$ cat src/verilog/cache_pkg.sv
package cache_pkg;

  // cpu side view of the address
  // a word address splits as | tag 29:9 | index 8:4 | offset 3:0 |

  // word address, byte offset already stripped by the cpu
  typedef logic [29:0] word_addr_t;

  // tag field, compared against both ways
  typedef logic [20:0] tag_t;

  // set index
  typedef logic [4:0] index_t;

  // word within a 16 word line
  // upper two bits pick the beat, lower two the word inside it
  typedef logic [3:0] offset_t;

  // one instruction word
  typedef logic [31:0] word_t;

  // two ways, so one bit
  typedef logic [0:0] way_t;

  // 32 sets, matches the index width
  localparam int NUM_SETS = 32;

endpackage

$ cat src/verilog/mem_pkg.sv
package mem_pkg;

  import cache_pkg::*;

  // line address sent to memory, tag then index
  typedef logic [$bits(tag_t)+$bits(index_t)-1:0] line_addr_t;

  // one response beat, four words, lowest address in the low bits
  typedef logic [127:0] beat_t;

  // beat number inside a line
  typedef logic [1:0] beat_cnt_t;

  localparam int BEATS_PER_LINE = 4;

  // miss sequencing, only refill_ctrl steps through these
  typedef enum logic [1:0] {
    st_idle,
    st_request,  // line read offered to memory
    st_refill    // collecting beats
  } refill_state_t;

endpackage

$ cat src/verilog/tag_lookup.sv
`timescale 1ns/1ps

module tag_lookup
  import cache_pkg::*;
  import mem_pkg::*;
(
  input  logic       clk,
  input  logic       reset,

  input  logic       i_req_valid,
  input  word_addr_t i_req_addr,
  output logic       o_req_ready,

  input  logic       i_busy,       // refill in progress
  input  logic       i_fill_done,  // last beat of the line this cycle
  input  way_t       i_fill_way,

  output logic       o_hit,
  output way_t       o_hit_way,
  output logic       o_miss,
  output way_t       o_victim_way,
  output tag_t       o_req_tag,
  output index_t     o_req_index,
  output offset_t    o_req_offset
);

  // lookup stage
  logic       stage_valid;
  line_addr_t req_line;    // tag and index of the held request
  offset_t    req_offset;
  logic       accept;

  // per way tag and valid arrays
  tag_t tag_mem   [0:1][0:NUM_SETS-1];
  logic valid_mem [0:1][0:NUM_SETS-1];

  // replacement state, 1 means way 0 goes next
  logic victim_mem [0:NUM_SETS-1];

  logic [1:0] way_hit;

  assign accept = i_req_valid && o_req_ready;

  assign {o_req_tag, o_req_index} = req_line;
  assign o_req_offset = req_offset;

  always_ff @(posedge clk) begin
    if (reset) begin
      stage_valid <= 1'b0;
    end else if (accept) begin
      stage_valid <= 1'b1;
    end else if (o_hit) begin
      stage_valid <= 1'b0;  // response went out, stage empties
    end
  end

  always_ff @(posedge clk) begin
    if (accept) begin
      req_line   <= i_req_addr[29:4];
      req_offset <= i_req_addr[3:0];
    end
  end

  // compare held tag against both ways
  always_comb begin
    for (int w = 0; w < 2; w++) begin
      way_hit[w] = stage_valid && valid_mem[w][o_req_index] &&
                   (tag_mem[w][o_req_index] == o_req_tag);
    end
  end

  assign o_hit        = |way_hit;
  assign o_hit_way    = way_t'(way_hit[1]);
  assign o_miss       = stage_valid && !o_hit;
  assign o_victim_way = way_t'(!victim_mem[o_req_index]);

  // a held miss blocks new requests until the refilled line hits
  assign o_req_ready = !o_miss && !i_busy;

  // the bit always ends up pointing away from the way just used,
  // whether that was a hit or a fill
  always_ff @(posedge clk) begin
    if (reset) begin
      for (int s = 0; s < NUM_SETS; s++) begin
        valid_mem[0][s] <= 1'b0;
        valid_mem[1][s] <= 1'b0;
        victim_mem[s]   <= 1'b0;
      end
    end else if (i_fill_done) begin
      valid_mem[i_fill_way][o_req_index] <= 1'b1;
      victim_mem[o_req_index]            <= i_fill_way;
    end else if (o_hit) begin
      victim_mem[o_req_index] <= o_hit_way;
    end
  end

  // tag installed with the last beat, the held request hits next cycle
  always_ff @(posedge clk) begin
    if (i_fill_done) begin
      tag_mem[i_fill_way][o_req_index] <= o_req_tag;
    end
  end

endmodule

$ cat config.mk
export PLATFORM = sky130hd
export DESIGN_NAME = tag_lookup
export DESIGN_NICKNAME = d
export VERILOG_FILES = /design/src/verilog/cache_pkg.sv /design/src/verilog/mem_pkg.sv /design/src/verilog/tag_lookup.sv
export SDC_FILE = /design/constraint.sdc
export NUM_CORES = 1
export LEC_CHECK = 0
export ABC_AREA = 1
export BUFFER_PORTS_ARGS = -buffer_cell sky130_fd_sc_hd__buf_2
export CORE_AREA = 2 2 420 422
export CTS_CLUSTER_DIAMETER = 60
export DETAILED_ROUTE_END_ITERATION = 8
export DIE_AREA = 0 0 422 424
export PLACE_DENSITY = 0.59
export SLEW_MARGIN = 10
export SYNTH_ARGS = -nofsm -noshare
export SYNTH_HDL_FRONTEND = slang
export SYNTH_SLANG_ARGS = --single-unit
$ cat constraint.sdc
create_clock -name clk -period 9.07 [get_ports clk]
set_input_delay 0.4535 -clock clk [delete_from_list [all_inputs] [get_ports clk]]
set_output_delay 0.4535 -clock clk [all_outputs]
set_load 0.02 [all_outputs]
* Word level (Yosys, flattened, before mapping) *
Memories as Yosys holds them, arrays and structs flattened. A register that Yosys moved wholly into a read port is not among the register bits.
Index checks and enable logic that the tools add are counted.

word-level totals
  bits in registers = 31
  RAM bits = 1,440
  input port bits = 36
  output and inout bits = 35
  logic and storage cells = 65
  memories kept = 3

memories
  memory      depth  width  rd ports  clocked after memory_dff  write ports  line              text
  tag_mem     2      672    2         0                         1            tag_lookup.sv:34  tag_t tag_mem [0:1][0:NUM_SETS-1];
  valid_mem   2      32     2         0                         2            tag_lookup.sv:35  logic valid_mem [0:1][0:NUM_SETS-1];
  victim_mem  32     1      1         1                         32           tag_lookup.sv:38  logic victim_mem [0:NUM_SETS-1];

operators by class
  order comparisons = 2
  equality and inequality tests = 2
  mux-type cells = 37
  bitwise logic cells = 2
  reduce and logical (&&, ||, !) cells = 16

operators with widths
  cell                                                        number
  2-to-1 mux 672 bit                                          1
  binary-select mux 21 bit (select 5 bit)                     2
  demux 21 bit (select 5 bit)                                 1
  2-to-1 mux 21 bit                                           5
  2-to-1 mux 32 bit                                           3
  == test 21 bit                                              2
  OR reduction 32 bit                                         1
  2-to-1 mux 1 bit                                            20
  binary-select mux 1 bit (select 5 bit)                      2
  2-to-1 mux 5 bit                                            2
  logical AND 1 bit                                           8
  greater-or-equal comparator 6 bit, second input constant    1
  less-than comparator 6 x 1 -> 1 bit, second input constant  1
  NOT 5 -> 6 bit                                              1
  demux 1 bit (select 5 bit)                                  1
  logical NOT 1 bit                                           4
  nonzero test 2 bit                                          1
  OR reduction 2 bit                                          1
  OR 1 bit                                                    1
  OR reduction 1 bit                                          1

* Logic depth before layout (Yosys ltp) *
  depth after elaboration = 14
  mapped depth = 24
  depth with buffers taken out = 20

* Worst setup path after synthesis *
OpenSTA, ideal clock, no wires.

  path type = register to register
  start point = register req_line[1]
  end point = register req_offset[0] (netlist: o_req_offset[0]) (enable)
  setup time = 0.385 ns
  data arrival time = 2.985 ns
  data required time = 8.685 ns
  setup slack = 5.700 ns
  stages on the path, launching flop included = 20
  path buffers = 4
  clock period less this slack = 3.370 ns
  cell sequence = edfxtp_1 -> buf_4 -> inv_4 -> nor2_1 -> buf_2 -> buf_6 -> buf_4 -> a22oi_1 -> nand2_1 -> nand2_1 -> nand2_1 -> nor2_1 -> nand2_1 -> nand2_1 -> nand3_1 -> nor2_1 -> nand3_2 -> nand3_2 -> nand3_1 -> inv_1

between the ends
  longest elaborated chain between the ends = 12
  elaborated cells on any way between the ends = 25
  classes of those cells = eq/ne: 2; mux: 12; bitwise: 1; reduce/logical: 10

ends and longest elaborated chain
  item                                                                                               line                                text
  start: declaration                                                                                 tag_lookup.sv:29                    line_addr_t req_line;
  start signal: assignment                                                                           tag_lookup.sv:59                    req_line <= i_req_addr[29:4];
  NOT 5 -> 6 bit (implied by the code) (*)                                                           tag_lookup.sv:67, tag_lookup.sv:68
  binary-select mux 21 bit (select 5 bit) or binary-select mux 1 bit (select 5 bit) (tied branches)  tag_lookup.sv:68, tag_lookup.sv:67
  2-to-1 mux 21 bit (implied by the code) or 2-to-1 mux 1 bit (tied branches) (2 in series)          tag_lookup.sv:68, tag_lookup.sv:67
  == test 21 bit or logical AND 1 bit (tied branches)                                                tag_lookup.sv:68, tag_lookup.sv:67
  logical AND 1 bit                                                                                  tag_lookup.sv:67                    way_hit[w] = stage_valid && valid_mem[w][o_req_index] &&
  OR reduction 2 bit (*)                                                                             tag_lookup.sv:72                    assign o_hit = |way_hit;
  logical NOT 1 bit (*)                                                                              tag_lookup.sv:74                    assign o_miss = stage_valid && !o_hit;
  logical AND 1 bit (*)                                                                              tag_lookup.sv:74
  logical NOT 1 bit (*)                                                                              tag_lookup.sv:78                    assign o_req_ready = !o_miss && !i_busy;
  logical AND 1 bit (*)                                                                              tag_lookup.sv:78
  logical AND 1 bit (*)                                                                              tag_lookup.sv:42                    assign accept = i_req_valid && o_req_ready;
  named net accept                                                                                   tag_lookup.sv:31                    logic accept;
  end signal: assignment                                                                             tag_lookup.sv:60                    req_offset <= i_req_addr[3:0];
  end: declaration                                                                                   tag_lookup.sv:30                    offset_t req_offset;

The timed path passes the listed nets; every way through them passes the cells marked *. The select of a mux whose other input is x is not followed.
A chain may end at the register's enable or synchronous reset.

* Worst setup path in the final report *
  start point = register req_line[1]
  end point = output o_req_ready

between the ends
  longest elaborated chain between the ends = 11
  elaborated cells on any way between the ends = 24
  classes of those cells = eq/ne: 2; mux: 12; bitwise: 1; reduce/logical: 9

ends and longest elaborated chain
  item                                                                                               line                                text
  NOT 5 -> 6 bit (implied by the code) (*)                                                           tag_lookup.sv:67, tag_lookup.sv:68
  binary-select mux 21 bit (select 5 bit) or binary-select mux 1 bit (select 5 bit) (tied branches)  tag_lookup.sv:68, tag_lookup.sv:67
  2-to-1 mux 21 bit (implied by the code) or 2-to-1 mux 1 bit (tied branches) (2 in series)          tag_lookup.sv:68, tag_lookup.sv:67
  == test 21 bit or logical AND 1 bit (tied branches)                                                tag_lookup.sv:68, tag_lookup.sv:67
  logical AND 1 bit                                                                                  tag_lookup.sv:67
  OR reduction 2 bit (*)                                                                             tag_lookup.sv:72
  logical NOT 1 bit (*)                                                                              tag_lookup.sv:74
  logical AND 1 bit (*)                                                                              tag_lookup.sv:74
  logical NOT 1 bit (*)                                                                              tag_lookup.sv:78
  logical AND 1 bit (*)                                                                              tag_lookup.sv:78
  end: declaration                                                                                   tag_lookup.sv:12                    output logic o_req_ready,

Mark *: on every way between the ends. The rest lies on a longest branch, timed or not. The select of a mux whose other input is x is not followed.

==> flow_summary.json <==
{
  "status": "finished, final reports clean",
  "gp_congestion": 0.9199,
  "clk_pin_slew_ps": 60,
  "combPwrFrac_pct": 4.8,
  "postCtsHoldBufs": 31,
  "path_common_cell": "nand2_1",
  "final_cells": 8248,
  "netlist_area_um2": 60740,
  "ant_nets": 0,
  "syn-instance-count": 5684,
  "core_area_um2": 175000,
  "clock_latency_ps": 800,
  "hpwl_mm": 104.5,
  "fin_skew_ps": 30.76,
  "routed_via_density": 5.017,
  "power_leakage_uw": 0.02664,
  "num_vias": 41380,
  "cts_setup_buffers": 0,
  "numPortBuffers": 70,
  "ys.flop_type": "edfxtp_1",
  "fin_total_pwr_uw": 14260,
  "wl_mm": 186.1,
  "dieHeight_um": 424,
  "dr.pass1.iters": 6,
  "drt_iter0_markers": 5131,
  "setup_viol": 0,
  "grt_max_degree": 165,
  "seqCellArea_um2": 43620,
  "critPathMaxFanout": 98,
  "synth.avg_cell_area_um2": 10.69,
  "yosysSeqAreaShare_pct": 71.82,
  "rrSetupSlack_ps": 3220,
  "crit_family": "simple AND/OR/NAND/NOR gates",
  "vdd_drop_max_mv": 0.1514,
  "ys_ff_latch": 1476,
  "gr-total-overflow": 0,
  "grtUsageTotal_pct": 20.44,
  "fmax_mhz": 158.0,
  "numCtsBuffers": 156,
  "rsz0062_at_grt": "false",
  "layout.nets": 5814,
  "synth_edf_count": 1406,
  "p_clk_share_pct": 42.6,
  "seqPwrFrac_pct": 52.5,
  "n_fill_cell": 16820,
  "rr_startpoint": "req_line[1]$_DFFE_PN_",
  "min_from": "i_busy",
  "ys_types": 28,
  "cts_tree": "built",
  "hold_viol_final": 0,
  "yosys_warnings": 0,
  "crit_slowest_cell": "buf_4",
  "post-place-cells": 7929,
  "grt_pass1_vias": 38650,
  "path_cells": "buf_4 -> nand2_2 -> inv_8 -> buf_4 -> nand2_1 -> nand3_1 -> nand2_1 -> nand2_1 -> nor2_1 -> nand3_1 -> nand2_1 -> nor2_1 -> nand2_1 -> nor2_1 -> nand3_2 -> nand3_2 -> nand2_1 -> inv_1 -> buf_2",
  "critPathArrivalTime_ps": 5870,
  "die_area_um2": 178900,
  "p_per_area_nw_per_um2": 206.7,
  "area_growth_pct": 13.57,
  "max_stage_delay_ps": 820,
  "setup-tns-final_ps": 0,
  "worstSetupEndpointType": "output port",
  "hold_path_end": "stage_valid$_SDFFE_PP0P_",
  "period_needed_ps": 6328,
  "multi_input_area_um2": 15690,
  "hold_ws_ps": 96.57,
  "wl_per_cell_um": 22.57,
  "grt_first_pass_wirelength_mm": 269.6,
  "hold_path_class": "input pin to register",
  "r2r_cells": 19,
  "start_util_pct": 34.71,
  "hold_depth": 4,
  "synthArstFlopShare_pct": 0,
  "swShare_pct": 22.60,
  "slew_violations": 0,
  "antenna_found_initial": 4,
  "cts-root-buf": "clkbuf_16",
  "max-slew-margin-rel_pct": 19.05,
  "worst-path-stages": 19,
  "cp_num_buf_inv": 5,
  "start_kind": "register",
  "ctsResizeCount": 0,
  "p_int_uw": 11040,
  "cp.required_ps": 8620,
  "worst-setup-path-type": "register to output port",
  "finalCritPeriodShare_pct": 69.77,
  "cap_violations": 0,
  "boundaryPins": 71,
  "r2r-end": "victim_mem[30]$_SDFFCE_PN0P_",
  "tightestPinTransition_ps": 1214,
  "htree_levels": 4,
  "cts.sinks": 1476,
  "p_sw_uw": 3222,
  "synth_nets": 5720,
  "clock_path_buffers": 3,
  "rows": 154,
  "drc": 0,
  "drive_above_1_share_pct": 8.634,
  "die_w_um": 422
}
[state kept, by name (all words and copies together), names as in the netlist, named ones only]
register,cells
tag_mem,1344
valid_mem,64
victim_mem,32
req_line,26
o_req_offset,4
stage_valid,1
[kinds of logic (layout without fill, tap and decap cells)]
family                 count (synthesis)  after routing  share of synthesized area [%]
other                                  0              1                              0
DFF                                 1476           1476                          71.82
and+or+nand+nor                     3670           3670                          23.60
AOI/OAI and AO/OA                    185            185                          1.755
buffers and inverters                353            576                          2.826
[per-stage QoR]
step	area [µm²]	util (%)	worst slack [ps]
detailed placement	63830	36.48	3380
global placement	63830	36.48	3292
finish	68980	39.42	2742
floorplan	60740	-	5700
global route	68970	39.42	2428
CTS	68970	39.42	2807
[synthesized netlist by cell type, types with 25 or more instances]
cell	instances	share of area, %
dfxtp_1	70	2.3
nand3_1	238	2.0
nand2_1	3099	19
buf_2	155	1.3
o21ai_1	50	0.41
edfxtp_1	1406	70
o21ai_0	25	0.21
a21oi_1	43	0.35
nor2_2	30	0.31
inv_1	68	0.42
nor2_1	268	1.7
buf_4	30	0.37
o21a_1	34	0.42
clkbuf_1	63	0.39
[worst register-to-register path: stages (launching register included)]
cell and delay, ps:
edfxtp_1 340, buf_4 590, nand2_2 510, inv_8 570, buf_4 1020, nand2_1 160
nand3_1 120, nand2_1 70, nand2_1 290, nor2_1 110, nand3_1 90, nand2_1 60
nor2_1 90, nand2_1 60, nor2_1 180, nand3_2 210, nand2_2 130, nand3_1 90
nand2_2 760, nor2_1 110
[how the worst max path moves through the flow]
| stage | slack (ps) | from | end |
|---|---|---|---|
| final | 2740 | req_line[1]$_DFFE_PN_ | o_req_ready |
| after global routing | 2430 | req_line[1]$_DFFE_PN_ | o_req_ready |
| after CTS | 2810 | req_line[1]$_DFFE_PN_ | o_req_ready |
| after detailed placement | 3380 | req_line[1]$_DFFE_PN_ | victim_mem[30]$_SDFFCE_PN0P_ |
| after global placement | 3290 | req_line[1]$_DFFE_PN_ | victim_mem[29]$_SDFFCE_PN0P_ |
| after floorplan | 5700 | req_line[1]$_DFFE_PN_ | o_req_offset[0]$_DFFE_PN_ |
[layer usage]
| metal | GRT usage, % | wire length (µm) |
|---|---|---|
| met5 | 0 | 11 |
| met3 | 3.591 | 15120 |
| met4 | 8.024 | 7197 |
| met2 | 32.03 | 84810 |
| met1 | 28.24 | 79000 |
[area by class of cell]
class	instances	share of cell area [%]
clock buffer	219	6.242
tap	2340	4.245
inverter	75	0.4698
timing repair buffer	214	2.296
multi-input combinational	3855	22.74
clock inverter	68	0.7619
antenna	1	0.003628
sequential	1476	63.24
[power groups by stage]
stage	clock, µW	combinational [µW]	sequential [µW]
4_1_cts	6150	683	7490
3_3_place_gp	0	668	7640
6_report	6080	689	7490
3_5_place_dp	0	671	7640
5_1_grt	6400	744	7490
2_1_floorplan	0	361	7670
[placed cells by master (no fill, tap or decap), types with 4 or more instances in the layout]
| master | count |
|---|---|
| a21oi_1 | 43 |
| a22oi_1 | 8 |
| buf_12 | 6 |
| buf_2 | 70 |
| buf_4 | 107 |
| clkbuf_1 | 51 |
| clkbuf_16 | 160 |
| clkbuf_8 | 8 |
| clkinv_1 | 29 |
| clkinv_2 | 20 |
| clkinv_8 | 4 |
| clkinvlp_4 | 4 |
| dfxtp_1 | 70 |
| dlygate4sd3_1 | 31 |
| edfxtp_1 | 1406 |
| inv_1 | 67 |
| inv_6 | 6 |
| nand2_1 | 3099 |
| nand3_1 | 238 |
| nand3_2 | 4 |
| nand4_1 | 19 |
| nor2_1 | 201 |
| nor2_2 | 73 |
| nor2_4 | 24 |
| nor3_4 | 8 |
| o21a_1 | 34 |
| o21ai_0 | 25 |
| o21ai_1 | 50 |
| o22ai_1 | 22 |
No activity file was read; power rests on OpenSTA's default activity.
