<file path="config.mk">
export PLATFORM = sky130hd
export DESIGN_NAME = refill_ctrl
export DESIGN_NICKNAME = d
export VERILOG_FILES = /design/src/verilog/cache_pkg.sv /design/src/verilog/mem_pkg.sv /design/src/verilog/refill_ctrl.sv
export SDC_FILE = /design/constraint.sdc
export NUM_CORES = 1
export LEC_CHECK = 0
export BUFFER_PORTS_ARGS = -buffer_cell sky130_fd_sc_hd__buf_4
export CAP_MARGIN = 20
export CORE_AREA = 5 5 122 124
export CTS_CLUSTER_DIAMETER = 100
export DETAILED_ROUTE_END_ITERATION = 16
export DIE_AREA = 0 0 127 129
export GPL_TIMING_DRIVEN = 0
export PLACE_DENSITY_LB_ADDON = 0.3
export SYNTH_ARGS = -nofsm -noshare
export SYNTH_HDL_FRONTEND = slang
export SYNTH_SLANG_ARGS = --single-unit
export TNS_END_PERCENT = 5
</file>
<file path="constraint.sdc">
create_clock -name clk -period 1.1 [get_ports clk]
set_clock_uncertainty 0.1 [all_clocks]
set_input_delay 0.055 -clock clk [delete_from_list [all_inputs] [get_ports clk]]
set_output_delay 0.055 -clock clk [all_outputs]
set_load 0.05 [all_outputs]
</file>
<file path="src/verilog/cache_pkg.sv">
package cache_pkg;

  // cpu side view of the address
  // a word address splits as | tag 29:9 | index 8:4 | offset 3:0 |

  // word address, byte offset already stripped by the cpu
  typedef logic [29:0] word_addr_t;

  // tag field, compared against both ways
  typedef logic [20:0] tag_t;

  // set index
  typedef logic [4:0] index_t;

  // word within a 16 word line
  // upper two bits pick the beat, lower two the word inside it
  typedef logic [3:0] offset_t;

  // one instruction word
  typedef logic [31:0] word_t;

  // two ways, so one bit
  typedef logic [0:0] way_t;

  // 32 sets, matches the index width
  localparam int NUM_SETS = 32;

endpackage

</file>
<file path="src/verilog/mem_pkg.sv">
package mem_pkg;

  import cache_pkg::*;

  // line address sent to memory, tag then index
  typedef logic [$bits(tag_t)+$bits(index_t)-1:0] line_addr_t;

  // one response beat, four words, lowest address in the low bits
  typedef logic [127:0] beat_t;

  // beat number inside a line
  typedef logic [1:0] beat_cnt_t;

  localparam int BEATS_PER_LINE = 4;

  // miss sequencing, only refill_ctrl steps through these
  typedef enum logic [1:0] {
    st_idle,
    st_request,  // line read offered to memory
    st_refill    // collecting beats
  } refill_state_t;

endpackage

</file>
<file path="src/verilog/refill_ctrl.sv">
`timescale 1ns/1ps

module refill_ctrl
  import cache_pkg::*;
  import mem_pkg::*;
(
  input  logic       clk,
  input  logic       reset,

  // from the lookup stage
  input  logic       i_miss,
  input  way_t       i_victim_way,
  input  tag_t       i_req_tag,
  input  index_t     i_req_index,
  output logic       o_busy,

  // memory request
  output logic       o_mem_req_valid,
  input  logic       i_mem_req_ready,
  output line_addr_t o_mem_req_addr,

  // memory response
  input  logic       i_mem_resp_valid,
  input  beat_t      i_mem_resp_data,

  // fill writes toward the data arrays
  output logic       o_fill_valid,
  output way_t       o_fill_way,
  output beat_cnt_t  o_fill_beat_num,
  output beat_t      o_fill_data,
  output logic       o_fill_done
);

  refill_state_t state, state_nxt;
  beat_cnt_t     beat_cnt;
  way_t          fill_way;   // victim picked when the miss was seen
  logic          last_beat;

  assign last_beat = (beat_cnt == beat_cnt_t'(BEATS_PER_LINE - 1));

  always_comb begin
    state_nxt = state;
    case (state)
      st_idle: begin
        if (i_miss) begin
          state_nxt = st_request;
        end
      end
      st_request: begin
        if (i_mem_req_ready) begin
          state_nxt = st_refill;  // handshake done
        end
      end
      st_refill: begin
        if (o_fill_done) begin
          state_nxt = st_idle;
        end
      end
      default: state_nxt = st_idle;
    endcase
  end

  always_ff @(posedge clk) begin
    if (reset) begin
      state    <= st_idle;
      beat_cnt <= '0;
    end else begin
      state <= state_nxt;
      // wraps back to 0 after the fourth beat
      if (o_fill_valid) begin
        beat_cnt <= beat_cnt + beat_cnt_t'(1);
      end
    end
  end

  always_ff @(posedge clk) begin
    if (state == st_idle && i_miss) begin
      fill_way <= i_victim_way;
    end
  end

  assign o_busy = (state != st_idle);

  // request held in the lookup stage for the whole miss
  assign o_mem_req_valid = (state == st_request);
  assign o_mem_req_addr  = {i_req_tag, i_req_index};

  // each beat goes straight through to the data arrays
  assign o_fill_valid    = (state == st_refill) && i_mem_resp_valid;
  assign o_fill_way      = fill_way;
  assign o_fill_beat_num = beat_cnt;
  assign o_fill_data     = i_mem_resp_data;
  assign o_fill_done     = o_fill_valid && last_beat;

endmodule

</file>
# Word level (Yosys, flattened, before mapping)
# Cells that the tools add are included.
dict set report word_totals {
  register_bits 5
  inputBits 160
  output_inout_bits 161
  wordCells 20
}
dict set report classes {
  add_sub_neg 1
  eq_ne 6
  mux 4
  n_reduce_logical 6
}
# op count
set op_table {}
lappend op_table {{$mux W2} 3}
lappend op_table {{$pmux W2 S3} 1}
lappend op_table {{$eq A2 B2 Y1 const B} 2}
lappend op_table {{$ne A2 B2 Y1 const B} 2}
lappend op_table {{$logic_and A1 B1 Y1} 3}
lappend op_table {{$reduce_and A3 Y1} 1}
lappend op_table {{$add A2 B1 Y2 const B} 1}
lappend op_table {{$eq A2 B1 Y1 const B} 1}
lappend op_table {{$logic_not A2 Y1} 1}
lappend op_table {{$ne A2 B1 Y1 const B} 1}
lappend op_table {{$reduce_bool A2 Y1} 1}

# Logic depth before layout (Yosys ltp)
# Gate-level depths: netlist of run 1.
dict set report depth {
  word_depth 5
  mapped_depth 4
  ltp_nobuf 4
}

# Worst setup path after synthesis of run 1
# OpenSTA, ideal clock, no wires.
dict set report synth_path {
  path_kind {register to register}
  from {reg state[0]}
  to {reg state[1]}
  setup_ns 0.067
  arrival_time_ns 1.434
  required_time_ns 0.933
  path_slack_ns -0.501
  path_stages_with_launch 4
  n_path_buf 0
  synth_period_minus_slack_ns 1.601
  path_cell_list {dfxtp_1 -> nor2b_1 -> a22oi_1 -> nor2_1}
}
dict set report synth_between {
  word_cells_on_any_way 10
  cone_classes {eq/ne: 5; mux: 1; reduce/logical: 4}
}
# element line_no
set synth_rtl {}
lappend synth_rtl {{start, declared} refill_ctrl.sv:34} ;# refill_state_t state, state_nxt;
lappend synth_rtl {{start signal, assigned} refill_ctrl.sv:65} ;# state <= st_idle;
lappend synth_rtl {{start signal, assigned} refill_ctrl.sv:68} ;# state <= state_nxt;
lappend synth_rtl {{$eq A2 B1 Y1 *} -}
lappend synth_rtl {{via o_mem_req_valid} refill_ctrl.sv:18} ;# output logic o_mem_req_valid,
lappend synth_rtl {{$ne A2 B1 Y1 (no source line)} -}
lappend synth_rtl {{$reduce_and A3 Y1 (no source line)} -}
# The timed path passes the listed nets; every way through them passes the cells marked *.
# A chain may end at the register's enable or synchronous reset.

# Worst setup path after layout of run 1
dict set report layout_path {
  from {reg beat_cnt[1] (netlist: o_fill_beat_num[1])}
  to {out o_fill_done}
}
dict set report layout_between {
  elab_chain_len 2
}
# element line_no
set layout_lines {}
lappend layout_lines {{start, declared} refill_ctrl.sv:35} ;# beat_cnt_t beat_cnt;
lappend layout_lines {{start signal, assigned} refill_ctrl.sv:71} ;# beat_cnt <= beat_cnt + beat_cnt_t'(1);
lappend layout_lines {{$eq A2 B2 Y1} refill_ctrl.sv:39} ;# assign last_beat = (beat_cnt == beat_cnt_t'(BEATS_PER_LINE - 1));
lappend layout_lines {{$logic_and A1 B1 Y1} refill_ctrl.sv:93} ;# assign o_fill_done = o_fill_valid && last_beat;
lappend layout_lines {{end, declared} refill_ctrl.sv:31} ;# output logic o_fill_done
# No other way between the ends.

==> reports/results.ini, run 1 <==
[worst_setup_path]
worstSetupPathType=flop to primary output
rr_worst_depth=2
cp.arrival_ns=1.07
critPathLaunchType=flop
r2r-end=o_fill_way$_DFFE_PP_
r2r_slack_ns=0.02
path_max_fanout=2
crit_start=o_fill_beat_num[1]$_SDFFE_PP0P_
end_kind=primary output
crit_end=o_fill_done
timing.rr.start=state[1]$_SDFFE_PP0P_
required_ns=0.94

[sta]
hold_viol=0
fin_tns_setup_ns=-0.182
setup_viol=3
slew_headroom=0.909
whs_ns=0.0971
final-max-slew-violation-count=0
min_period_ns=1.23
setup_ws_ns=-0.130
fin_crit_sh=1.12
tightest_slew_ns=0.133
fmax_ghz=0.813
rsz0062_at_grt=yes

[floorplanning]
start_util=0.101
fp-row-count=43
io_pins=321
dieArea_um2=16400
die_h_um=129
core_area_um2=13700
die_width_um=127

[place]
post-place-ws_ns=-0.00199
routabilityCongestion=0.705
placedInstanceArea_um2=2880
port_buffers=166
dpl.hpwl_um=5310

[global_routing]
grt_max_degree=7
grt_pass1_vias=1505
track_usage=0.0532
antenna_found_initial=0
grt-ovfl-total=0
grt_first_pass_wirelength_um=7210

[clock_network]
clockBufferDepth=2
numCtsBuffers=3
cts_tree=built
h-tree-depth=1
path_clk_slew_ns=0.03
clock_latency_ns=0.23
root_buffer=clkbuf_16
clock-sinks=5

[finish]
fillCellCount=1543
synthToLayoutAreaGrowth_pct=121
design_area_um2=3060
drive_gt1_frac=0.960
layout_commonest_cell=buf_4
nets=513
insertedDiodeCount=0
seq_area_um2=123
multi_input_area_um2=153
fin_util=0.224

[outcome]
status=complete, but fails checks
failed_checks=negative setup slack

[synthesis]
netlist_top_cells_area=buf_4, dfxtp_1, edfxtp_1
netlist_instances=176
avgSynthCellArea_um2=7.86
synthesis.nets=337
synth_top_area_frac=0.835
synth-seq-area-share=0.0796
ys_ff_latch=5
syn-cell-area_um2=1380
yosys.area.top_type=buf_4
yosysWarnings=0
yosysUniqueCellTypes=15

[routing]
vias=1511
vias_per_cell=2.85
wl_um=5630
drcViolationCount=0
drt-initial-drc-count=4
routedWlPerCell_um=10.6
ant_nets=0
firstDrtPassIters=4

[flow_run]
drv_cap=0

[power]
p_leak_nw=1.74
max-vdd-ir-drop_uv=419
powerDensity_nw_per_um2=948

[worst_hold_path]
min_from=i_miss
min_path_type=input pin to flop

kinds of logic after synthesis:
kind of cell / Yosys count / synth area share
AO/OA/AOI/OAI: 2 / 0.00904
XOR/XNOR: 1 / 0.00633
adder cells (fa/ha/maj): 1 / 0.00904
buffers and inverters: 156 / 0.841
flip-flops: 5 / 0.0796
multiplexers: 2 / 0.0145
AND/OR/NAND/NOR: 9 / 0.0407
worst max-delay path, cell delays in order (launching register included):
cell,delay [ns]
dfxtp_4,0.35
ha_4,0.13
and4b_4,0.23
buf_8,0.14
cells in the mapped netlist:
cell,count
a21oi_1,1
edfxtp_1,1
mux2i_1,2
a22oi_1,1
dfxtp_1,4
nor3b_1,1
buf_4,154
xor2_1,1
ha_1,1
nor2_1,4
nand3b_2,1
or2_1,1
inv_1,2
nor2b_1,1
and4b_1,1
routing by layer:
| metal | global-route usage | wire [µm] | vias to the layer above | part of all wire |
|---|---|---|---|---|
| li1 | - | - | 733 | - |
| met1 | 0.0467 | 1350 | 615 | 0.24 |
| met2 | 0.107 | 3220 | 158 | 0.57 |
| met3 | 0.0257 | 1020 | 5 | 0.18 |
| met4 | 0.0132 | 39 | 0 | 0.0069 |
| met5 | 0 | 0 | - | 0 |
state kept, by name, summed over array words and instances, names as in the netlist:
| register | count |
|---|---|
| o_fill_way | 1 |
| state | 2 |
| o_fill_beat_num | 2 |
final cells by class:
type / count / area share
well taps: 180 / 0.0736
multi-input cells: 15 / 0.0499
inverters: 2 / 0.00245
repair buffers: 171 / 0.430
flip-flops and latches: 5 / 0.0401
clock buffers: 4 / 0.0258
plain buffers: 154 / 0.378
timing repair:
item	in CTS	in global routing
gates resized for setup	10	4
setup buffers	2	0
hold buffers	3	0
hold endpoints to repair	5	0
setup endpoints to repair	5	5
pin swaps	2	1
stage by stage:
| stage | instances | power, mW |
|---|---|---|
| 2_1_floorplan | 176 | 1.79 |
| 3_3_place_gp | 522 | 2.30 |
| 3_5_place_dp | 522 | 2.30 |
| 4_1_cts | 531 | 2.93 |
| 5_1_grt | 531 | 3.01 |
| 6_report | 531 | 2.90 |
worst min path at each step:
| stage | endpoint | slack, ns | depth (start not counted) |
|---|---|---|---|
| floorplan | o_fill_beat_num[0]$_SDFFE_PP0P_ | 0.02 | 1 |
| global placement | o_fill_beat_num[0]$_SDFFE_PP0P_ | 0.14 | 2 |
| detailed placement | o_fill_way$_DFFE_PP_ | 0.14 | 1 |
| CTS | o_fill_way$_DFFE_PP_ | 0.1 | 3 |
| global route | o_fill_way$_DFFE_PP_ | 0.11 | 3 |
| finish | o_fill_way$_DFFE_PP_ | 0.1 | 3 |
where the power goes:
group	total, mW	switching (mW)	internal, mW	leakage [nW]
clock network	0.596	0.116	0.480	0.0382
registers	0.206	0.0116	0.194	0.0448
logic	2.10	1.32	0.779	1.66
total	2.90	1.45	1.45	1.74
Note: power is estimated with default switching activity, not from simulation.
==> run 2, diff against run 1 <==
Settings changed: ABC_AREA set to 1, CORE_AREA 5 5 122 124 to 5 5 120 122, DIE_AREA 0 0 127 129 to 0 0 125 127.
==> run 2 against run 1 <==
  * The flow still finishes with violations (negative setup slack)
  * Area after synthesis is 1.8% higher
  * Die area is 3.1% lower
  * First-iteration DRC count rose to 2.5 times the previous value
  * Final cell count up 1.7%
  * Final area is essentially flat
  * Utilization grew 0.97 points
  * Clock power rose by 0.7%
  * Fmax is 7.0% higher
  * Largest power group unchanged
==> reports/results.ini, run 2 <==
[floorplanning]
die_h_um=127  ; was 129 µm
die_width_um=125  ; was 127 µm
io_pins=321  ; unchanged
start_util=0.108  ; was 0.101
dieArea_um2=15900  ; was 16400 µm²
fp-row-count=42  ; was 43
core_area_um2=13100  ; was 13700 µm²

[sta]
min_period_ns=1.15  ; was 1.23 ns
setup_viol=3  ; unchanged
whs_ns=0.0126  ; was 0.0971 ns
tightest_slew_ns=0.148  ; was 0.133 ns
final-max-slew-violation-count=0  ; unchanged
hold_viol=0  ; unchanged
rsz0062_at_grt=yes  ; unchanged
fmax_ghz=0.870  ; was 0.813 GHz
slew_headroom=0.900  ; was 0.909
fin_tns_setup_ns=-0.110  ; was -0.182 ns
setup_ws_ns=-0.0499  ; was -0.130 ns
fin_crit_sh=1.05  ; was 1.12

[place]
placedInstanceArea_um2=2900  ; was 2880 µm²
dpl.hpwl_um=5760  ; was 5310 µm
routabilityCongestion=0.715  ; was 0.705
port_buffers=166  ; unchanged

[outcome]
status=complete, but fails checks  ; unchanged
failed_checks=negative setup slack  ; unchanged

[worst_hold_path]
min_path_type=input pin to flop  ; unchanged
min_path_cells=3  ; unchanged
min_from=i_miss  ; unchanged

[power]
combPwrFrac=0.723  ; was 0.724
p_int_mw=1.44  ; was 1.45 mW
p_sw_frac=0.504  ; was 0.500
power_mw=2.91  ; was 2.90 mW
pwr-share-clk=0.206  ; was 0.205
p_leak_nw=1.75  ; was 1.74 nW
p_sw_mw=1.47  ; was 1.45 mW
seq_power_share=0.071  ; about the same
max-vdd-ir-drop_uv=378  ; was 419 µV
powerDensity_nw_per_um2=953  ; was 948 nW/µm²

[finish]
multi_input_area_um2=134  ; was 153 µm²
synthToLayoutAreaGrowth_pct=117  ; was 121%
design_area_um2=3060  ; about the same
nets=526  ; was 513
insertedDiodeCount=0  ; unchanged
seq_area_um2=123  ; unchanged
fillCellCount=1437  ; was 1543
layout_common_cells=buf_4, inv_1, nand2_1, nor2_1
layout_commonest_cell=buf_4  ; unchanged
drive_gt1_frac=0.923  ; was 0.960

[synthesis]
synth-edff-count=1  ; unchanged
synthesis.nets=351  ; was 337
ys_ff_latch=5  ; unchanged
avgSynthCellArea_um2=7.42  ; was 7.86 µm²
netlist_top_cells_area=buf_4, dfxtp_1, inv_1  ; was buf_4, dfxtp_1, edfxtp_1
yosysWarnings=0  ; unchanged
synth-seq-area-share=0.0782  ; was 0.0796
synthFlopType=dfxtp_1  ; unchanged
yosysUniqueCellTypes=14  ; was 15
yosys.area.top_type=buf_4  ; unchanged
syn-cell-area_um2=1410  ; was 1380 µm²
synth_top_area_frac=0.821  ; was 0.835
synthArstFlopShare=0  ; unchanged
synth_most_common_cell=buf_4  ; unchanged
synth_common_cells=buf_4, inv_1, nand2_1  ; was buf_4, dfxtp_1, nor2_1
netlist_instances=190  ; was 176

[global_routing]
grt_pass1_vias=1723  ; was 1505
grt_first_pass_wirelength_um=8670  ; was 7210 µm
track_usage=0.0652  ; was 0.0532
antenna_found_initial=0  ; unchanged
grt_max_degree=6  ; was 7
grt-ovfl-total=0  ; unchanged

[flow_run]
drv_cap=0  ; unchanged

[clock_network]
root_buffer=clkbuf_16  ; unchanged
cts_tree=built  ; unchanged
clockBufferDepth=2  ; unchanged
h-tree-depth=1  ; unchanged
clock_latency_ns=0.23  ; about the same
clock-sinks=5  ; unchanged
numCtsBuffers=3  ; unchanged
path_clk_slew_ns=0.03  ; about the same

[worst_setup_path]
r2r-end=o_fill_way$_DFFE_PP_  ; unchanged
required_ns=0.94  ; about the same
r2r_slack_ns=0.06  ; was 0.02 ns
timing.rr.start=state[1]$_SDFFE_PP0P_  ; unchanged
critPathLaunchType=flop  ; unchanged
worstSetupPathType=flop to primary output  ; unchanged
cp.arrival_ns=0.99  ; was 1.07 ns
end_kind=primary output  ; unchanged
rr_worst_depth=3  ; was 2
crit_end=o_fill_done  ; unchanged
crit_start=o_fill_beat_num[1]$_SDFFE_PP0P_  ; unchanged
path_max_fanout=3  ; was 2

[routing]
wl_met2_um=3440  ; was 3220 µm
drt-met1-wl_um=1560  ; was 1350 µm
met3_length_um=1030  ; was 1020 µm
vias_per_cell=3.00  ; was 2.85
wl_um=6040  ; was 5630 µm
drt-initial-drc-count=10  ; was 4
ant_nets=0  ; unchanged
routed.top_layer=met4  ; unchanged
vias=1622  ; was 1511
routedWlPerCell_um=11.2  ; was 10.6 µm
firstDrtPassIters=4  ; unchanged
drcViolationCount=0  ; unchanged

==> run 2: cell types whose count changed in the layout (fill, tap and decap cells not counted), sizes merged, moves of 2 or more <==
| cell | before | now |
|---|---|---|
| inv | 2 | 11 |
| mux2i | 2 | 0 |
| nand2 | 0 | 7 |
| nand3 | 0 | 2 |
| nor2 | 4 | 7 |
==> run 2: how the worst min path moves through the flow <==
stage,end,slack (ns)
floorplan,o_fill_beat_num[0]$_SDFFE_PP0P_,0.02
finish,state[0]$_SDFFE_PP0P_,0.01
detailed placement,o_fill_way$_DFFE_PP_,0.14
CTS,state[0]$_SDFFE_PP0P_,0.01
global route,state[0]$_SDFFE_PP0P_,0.03
global placement,o_fill_way$_DFFE_PP_,0.13
==> run 2: cells by family after synthesis <==
| kind of cell | Yosys count | share of synthesized area |
|---|---|---|
| and+or+nand+nor | 16 | 0.0497 |
| adders and majority gates | 1 | 0.00888 |
| buffers and inverters | 165 | 0.850 |
| AOI/OAI and AO/OA | 3 | 0.0133 |
| DFF | 5 | 0.0782 |
==> run 2: final cells by class <==
type | count | area share
Multi-Input combinational cell | 20 | 0.0438
Sequential cell | 5 | 0.0401
Clock buffer | 4 | 0.0258
Buffer | 154 | 0.378
Inverter | 11 | 0.0143
Timing Repair Buffer | 170 | 0.426
Tap cell | 176 | 0.0720
==> run 2: stage by stage <==
step,cells,util,worst slack (ns)
2_1_floorplan,190,-,0.0164
3_3_place_gp,532,0.221,-0.00546
3_5_place_dp,532,0.221,-0.0165
4_1_cts,540,0.233,-0.0835
5_1_grt,540,0.234,-0.102
6_report,540,0.234,-0.0499
==> run 2: power by group through the flow <==
stage	Clock (mW)	Sequential [mW]	Combinational, mW
finish	0.600	0.208	2.11
floorplan	0	0.225	1.57
global placement	0	0.208	2.10
detailed placement	0	0.209	2.10
CTS	0.620	0.208	2.12
global route	0.633	0.210	2.19
==> run 2: routing by layer <==
metal | GRT usage | up-vias
met2 | 0.132 | 179
met3 | 0.0376 | 2
li1 | - | 762
met4 | 0.00383 | 0
met1 | 0.0582 | 679
met5 | 0 | -
==> run 2: repair_timing <==
item	4_1_cts	5_1_grt
pin swaps	1	0
endpoints found under the setup margin	4	5
hold buffers	3	0
hold endpoints to repair	4	0
buffers inserted	1	0
gates resized for setup	10	3
==> run 2: worst max-delay path, cell delays in order (launching register included) <==
cell     delay [ns]
dfxtp_4        0.35
ha_4           0.12
inv_2          0.04
nor2_4         0.10
buf_8          0.15
==> run 3, diff against run 2 <==
Settings changed: CELL_PAD_IN_SITES_DETAIL_PLACEMENT set to 0, CELL_PAD_IN_SITES_GLOBAL_PLACEMENT set to 1, CORE_AREA 5 5 120 122 to 5 5 123 125, CTS_CLUSTER_DIAMETER 100 to 120, DIE_AREA 0 0 125 127 to 0 0 128 130, PLACE_DENSITY set to 0.76, PLACE_DENSITY_LB_ADDON 0.3 to unset.
==> run 3 against run 2 <==
  * Die area grew 4.8%
  * Non-clock buffer count grew 3
  * Sequential power is essentially flat
  * Total power shrank 0.11%
  * Register-to-register slack is essentially flat
  * Count of clock-buffer cells in the layout is the same
  * Wire length shrank 2.2%
  * Clock power shrank 1%
  * Combinational power is essentially flat
  * Final area grew 0.90%
  * The flow still finishes with violations (negative setup slack)
  * Sequential cell count is the same
  * Via count shrank 2.3%
==> reports/results.ini, run 3 (synthesis gave the netlist of run 2 again) <==
[outcome]
status=complete, but fails checks  ; unchanged
failed_checks=negative setup slack  ; unchanged

[routing]
routedWlPerCell_um=10.8  ; was 11.2 µm
drcViolationCount=0  ; unchanged
drt-initial-drc-count=11  ; was 10
vias_per_cell=2.90  ; was 3.00
ant_nets=0  ; unchanged
wl_um=5900  ; was 6040 µm
vias=1585  ; was 1622
firstDrtPassIters=3  ; was 4

[sta]
final-max-slew-violation-count=0  ; unchanged
whs_ns=0.0301  ; was 0.0126 ns
fmax_ghz=0.873  ; was 0.870 GHz
setup_ws_ns=-0.0460  ; was -0.0499 ns
fin_tns_setup_ns=-0.0605  ; was -0.110 ns
fin_crit_sh=1.04  ; was 1.05
setup_viol=3  ; unchanged
hold_viol=0  ; unchanged
slew_headroom=0.889  ; was 0.900
tightest_slew_ns=0.166  ; was 0.148 ns
min_period_ns=1.15  ; about the same
rsz0062_at_grt=yes  ; unchanged

[finish]
design_area_um2=3090  ; was 3060 µm²
nets=529  ; was 526
layout_commonest_cell=buf_4  ; unchanged
layoutNonFillerInstCount=547  ; was 540
synthToLayoutAreaGrowth_pct=119  ; was 117%
drive_gt1_frac=0.926  ; was 0.923
fin_util=0.224  ; was 0.234
fillCellCount=1534  ; was 1437
layout_common_cells=buf_4, inv_1, nand2_1, nor2_1  ; unchanged
insertedDiodeCount=0  ; unchanged

[worst_hold_path]
min_path_type=input pin to flop  ; unchanged
min_from=i_miss  ; unchanged
hold_end=state[0]$_SDFFE_PP0P_  ; unchanged
min_path_cells=3  ; unchanged

[floorplanning]
core_area_um2=13800  ; was 13100 µm²
start_util=0.102  ; was 0.108
die_width_um=128  ; was 125 µm
fp-row-count=43  ; was 42
die_h_um=130  ; was 127 µm
dieArea_um2=16600  ; was 15900 µm²
io_pins=321  ; unchanged

[worst_setup_path]
timing.rr.start=state[1]$_SDFFE_PP0P_  ; unchanged
path_cells=inv_4 > nand3_4 > nor2_4 > buf_8  ; was ha_4 > inv_2 > nor2_4 > buf_8
worst_path_largest_cell_delay_ns=0.33  ; was 0.35 ns
cp.arrival_ns=0.99  ; about the same
cp.buffers_inverters=2  ; unchanged
end_kind=primary output  ; unchanged
critPathTopFamily=flip-flops  ; unchanged
path_max_fanout=3  ; unchanged
critPathLaunchType=flop  ; unchanged
cpMaxStageDelayCell=dfxtp_2  ; was dfxtp_4
r2r-end=o_fill_way$_DFFE_PP_  ; unchanged
r2r_slack_ns=0.06  ; about the same
rr_worst_depth=3  ; unchanged
required_ns=0.94  ; about the same
worstSetupPathType=flop to primary output  ; unchanged

[place]
placed_cells=536  ; was 532
routabilityCongestion=0.705  ; was 0.715
post-place-ws_ns=0.000839  ; was -0.0165 ns
port_buffers=166  ; unchanged
placedInstanceArea_um2=2900  ; about the same
dpl.hpwl_um=5590  ; was 5760 µm

[power]
p_leak_nw=1.76  ; was 1.75 nW
powerDensity_nw_per_um2=944  ; was 953 nW/µm²
max-vdd-ir-drop_uv=356  ; was 378 µV
power_mw=2.91  ; about the same

[clock_network]
numCtsBuffers=3  ; unchanged
clock_latency_ns=0.23  ; about the same
clockBufferDepth=2  ; unchanged
clock-sinks=5  ; unchanged
root_buffer=clkbuf_16  ; unchanged
h-tree-depth=1  ; unchanged
path_clk_slew_ns=0.03  ; about the same
cts_tree=built  ; unchanged

[global_routing]
antenna_found_initial=0  ; unchanged
grt_first_pass_wirelength_um=7510  ; was 8670 µm
grt_pass1_vias=1636  ; was 1723
grt_max_degree=5  ; was 6
grt-ovfl-total=0  ; unchanged
track_usage=0.0558  ; was 0.0652

[flow_run]
drv_cap=0  ; unchanged

==> run 3: cell types whose count changed in the layout (fill, tap and decap cells not counted) <==
cell     before  now
buf_4       318  321
buf_6         1    2
buf_8         2    1
o21ai_1       1    0
o21ai_2       0    1
==> run 3: repair_timing <==
item,4_1_cts,5_1_grt
pin swaps,2,2
endpoints found under the setup margin,4,6
hold buffers,3,0
resized for setup,9,4
hold endpoints to repair,4,0
setup buffers,4,0
==> run 3: area by class of cell <==
cell class / count / area, µm² / area share
clock buffer: 4 / 78.8 / 0.0255
multi-input combinational: 20 / 138 / 0.0446
timing repair buffer: 173 / 1320 / 0.428
inverter: 11 / 43.8 / 0.0142
buffer: 154 / 1160 / 0.375
tap: 180 / 225 / 0.0730
sequential: 5 / 123 / 0.0397
==> run 3: layer usage <==
layer | vias up | wire, µm | global-route usage
met5 | - | 0 | 0
met4 | 0 | 63 | 0.0187
met3 | 5 | 942 | 0.0233
met2 | 167 | 3410 | 0.116
met1 | 647 | 1490 | 0.0469
li1 | 766 | - | -
==> run 3: where the power goes <==
group | total, mW | leakage (nW) | switching [mW] | internal, mW
Sequential | 0.208 | 0.0448 | 0.0117 | 0.196
Clock | 0.592 | 0.0382 | 0.113 | 0.480
Combinational | 2.11 | 1.68 | 1.34 | 0.769
Total | 2.91 | 1.76 | 1.47 | 1.44
==> run 3: worst max path at each step <==
stage / startpoint / to / depth (start not counted)
2_1_floorplan: state[0]$_SDFFE_PP0P_ / state[1]$_SDFFE_PP0P_ / 4
3_3_place_gp: state[1]$_SDFFE_PP0P_ / o_fill_done / 3
3_5_place_dp: state[1]$_SDFFE_PP0P_ / o_fill_done / 3
4_1_cts: o_fill_beat_num[1]$_SDFFE_PP0P_ / o_fill_done / 4
5_1_grt: state[0]$_SDFFE_PP0P_ / o_fill_done / 4
6_report: state[0]$_SDFFE_PP0P_ / o_fill_done / 4
==> run 3: worst min-delay path, cell delays in order <==
cell and delay, ns:
buf_4 0.11, nand2_1 0.08, a21oi_1 0.07
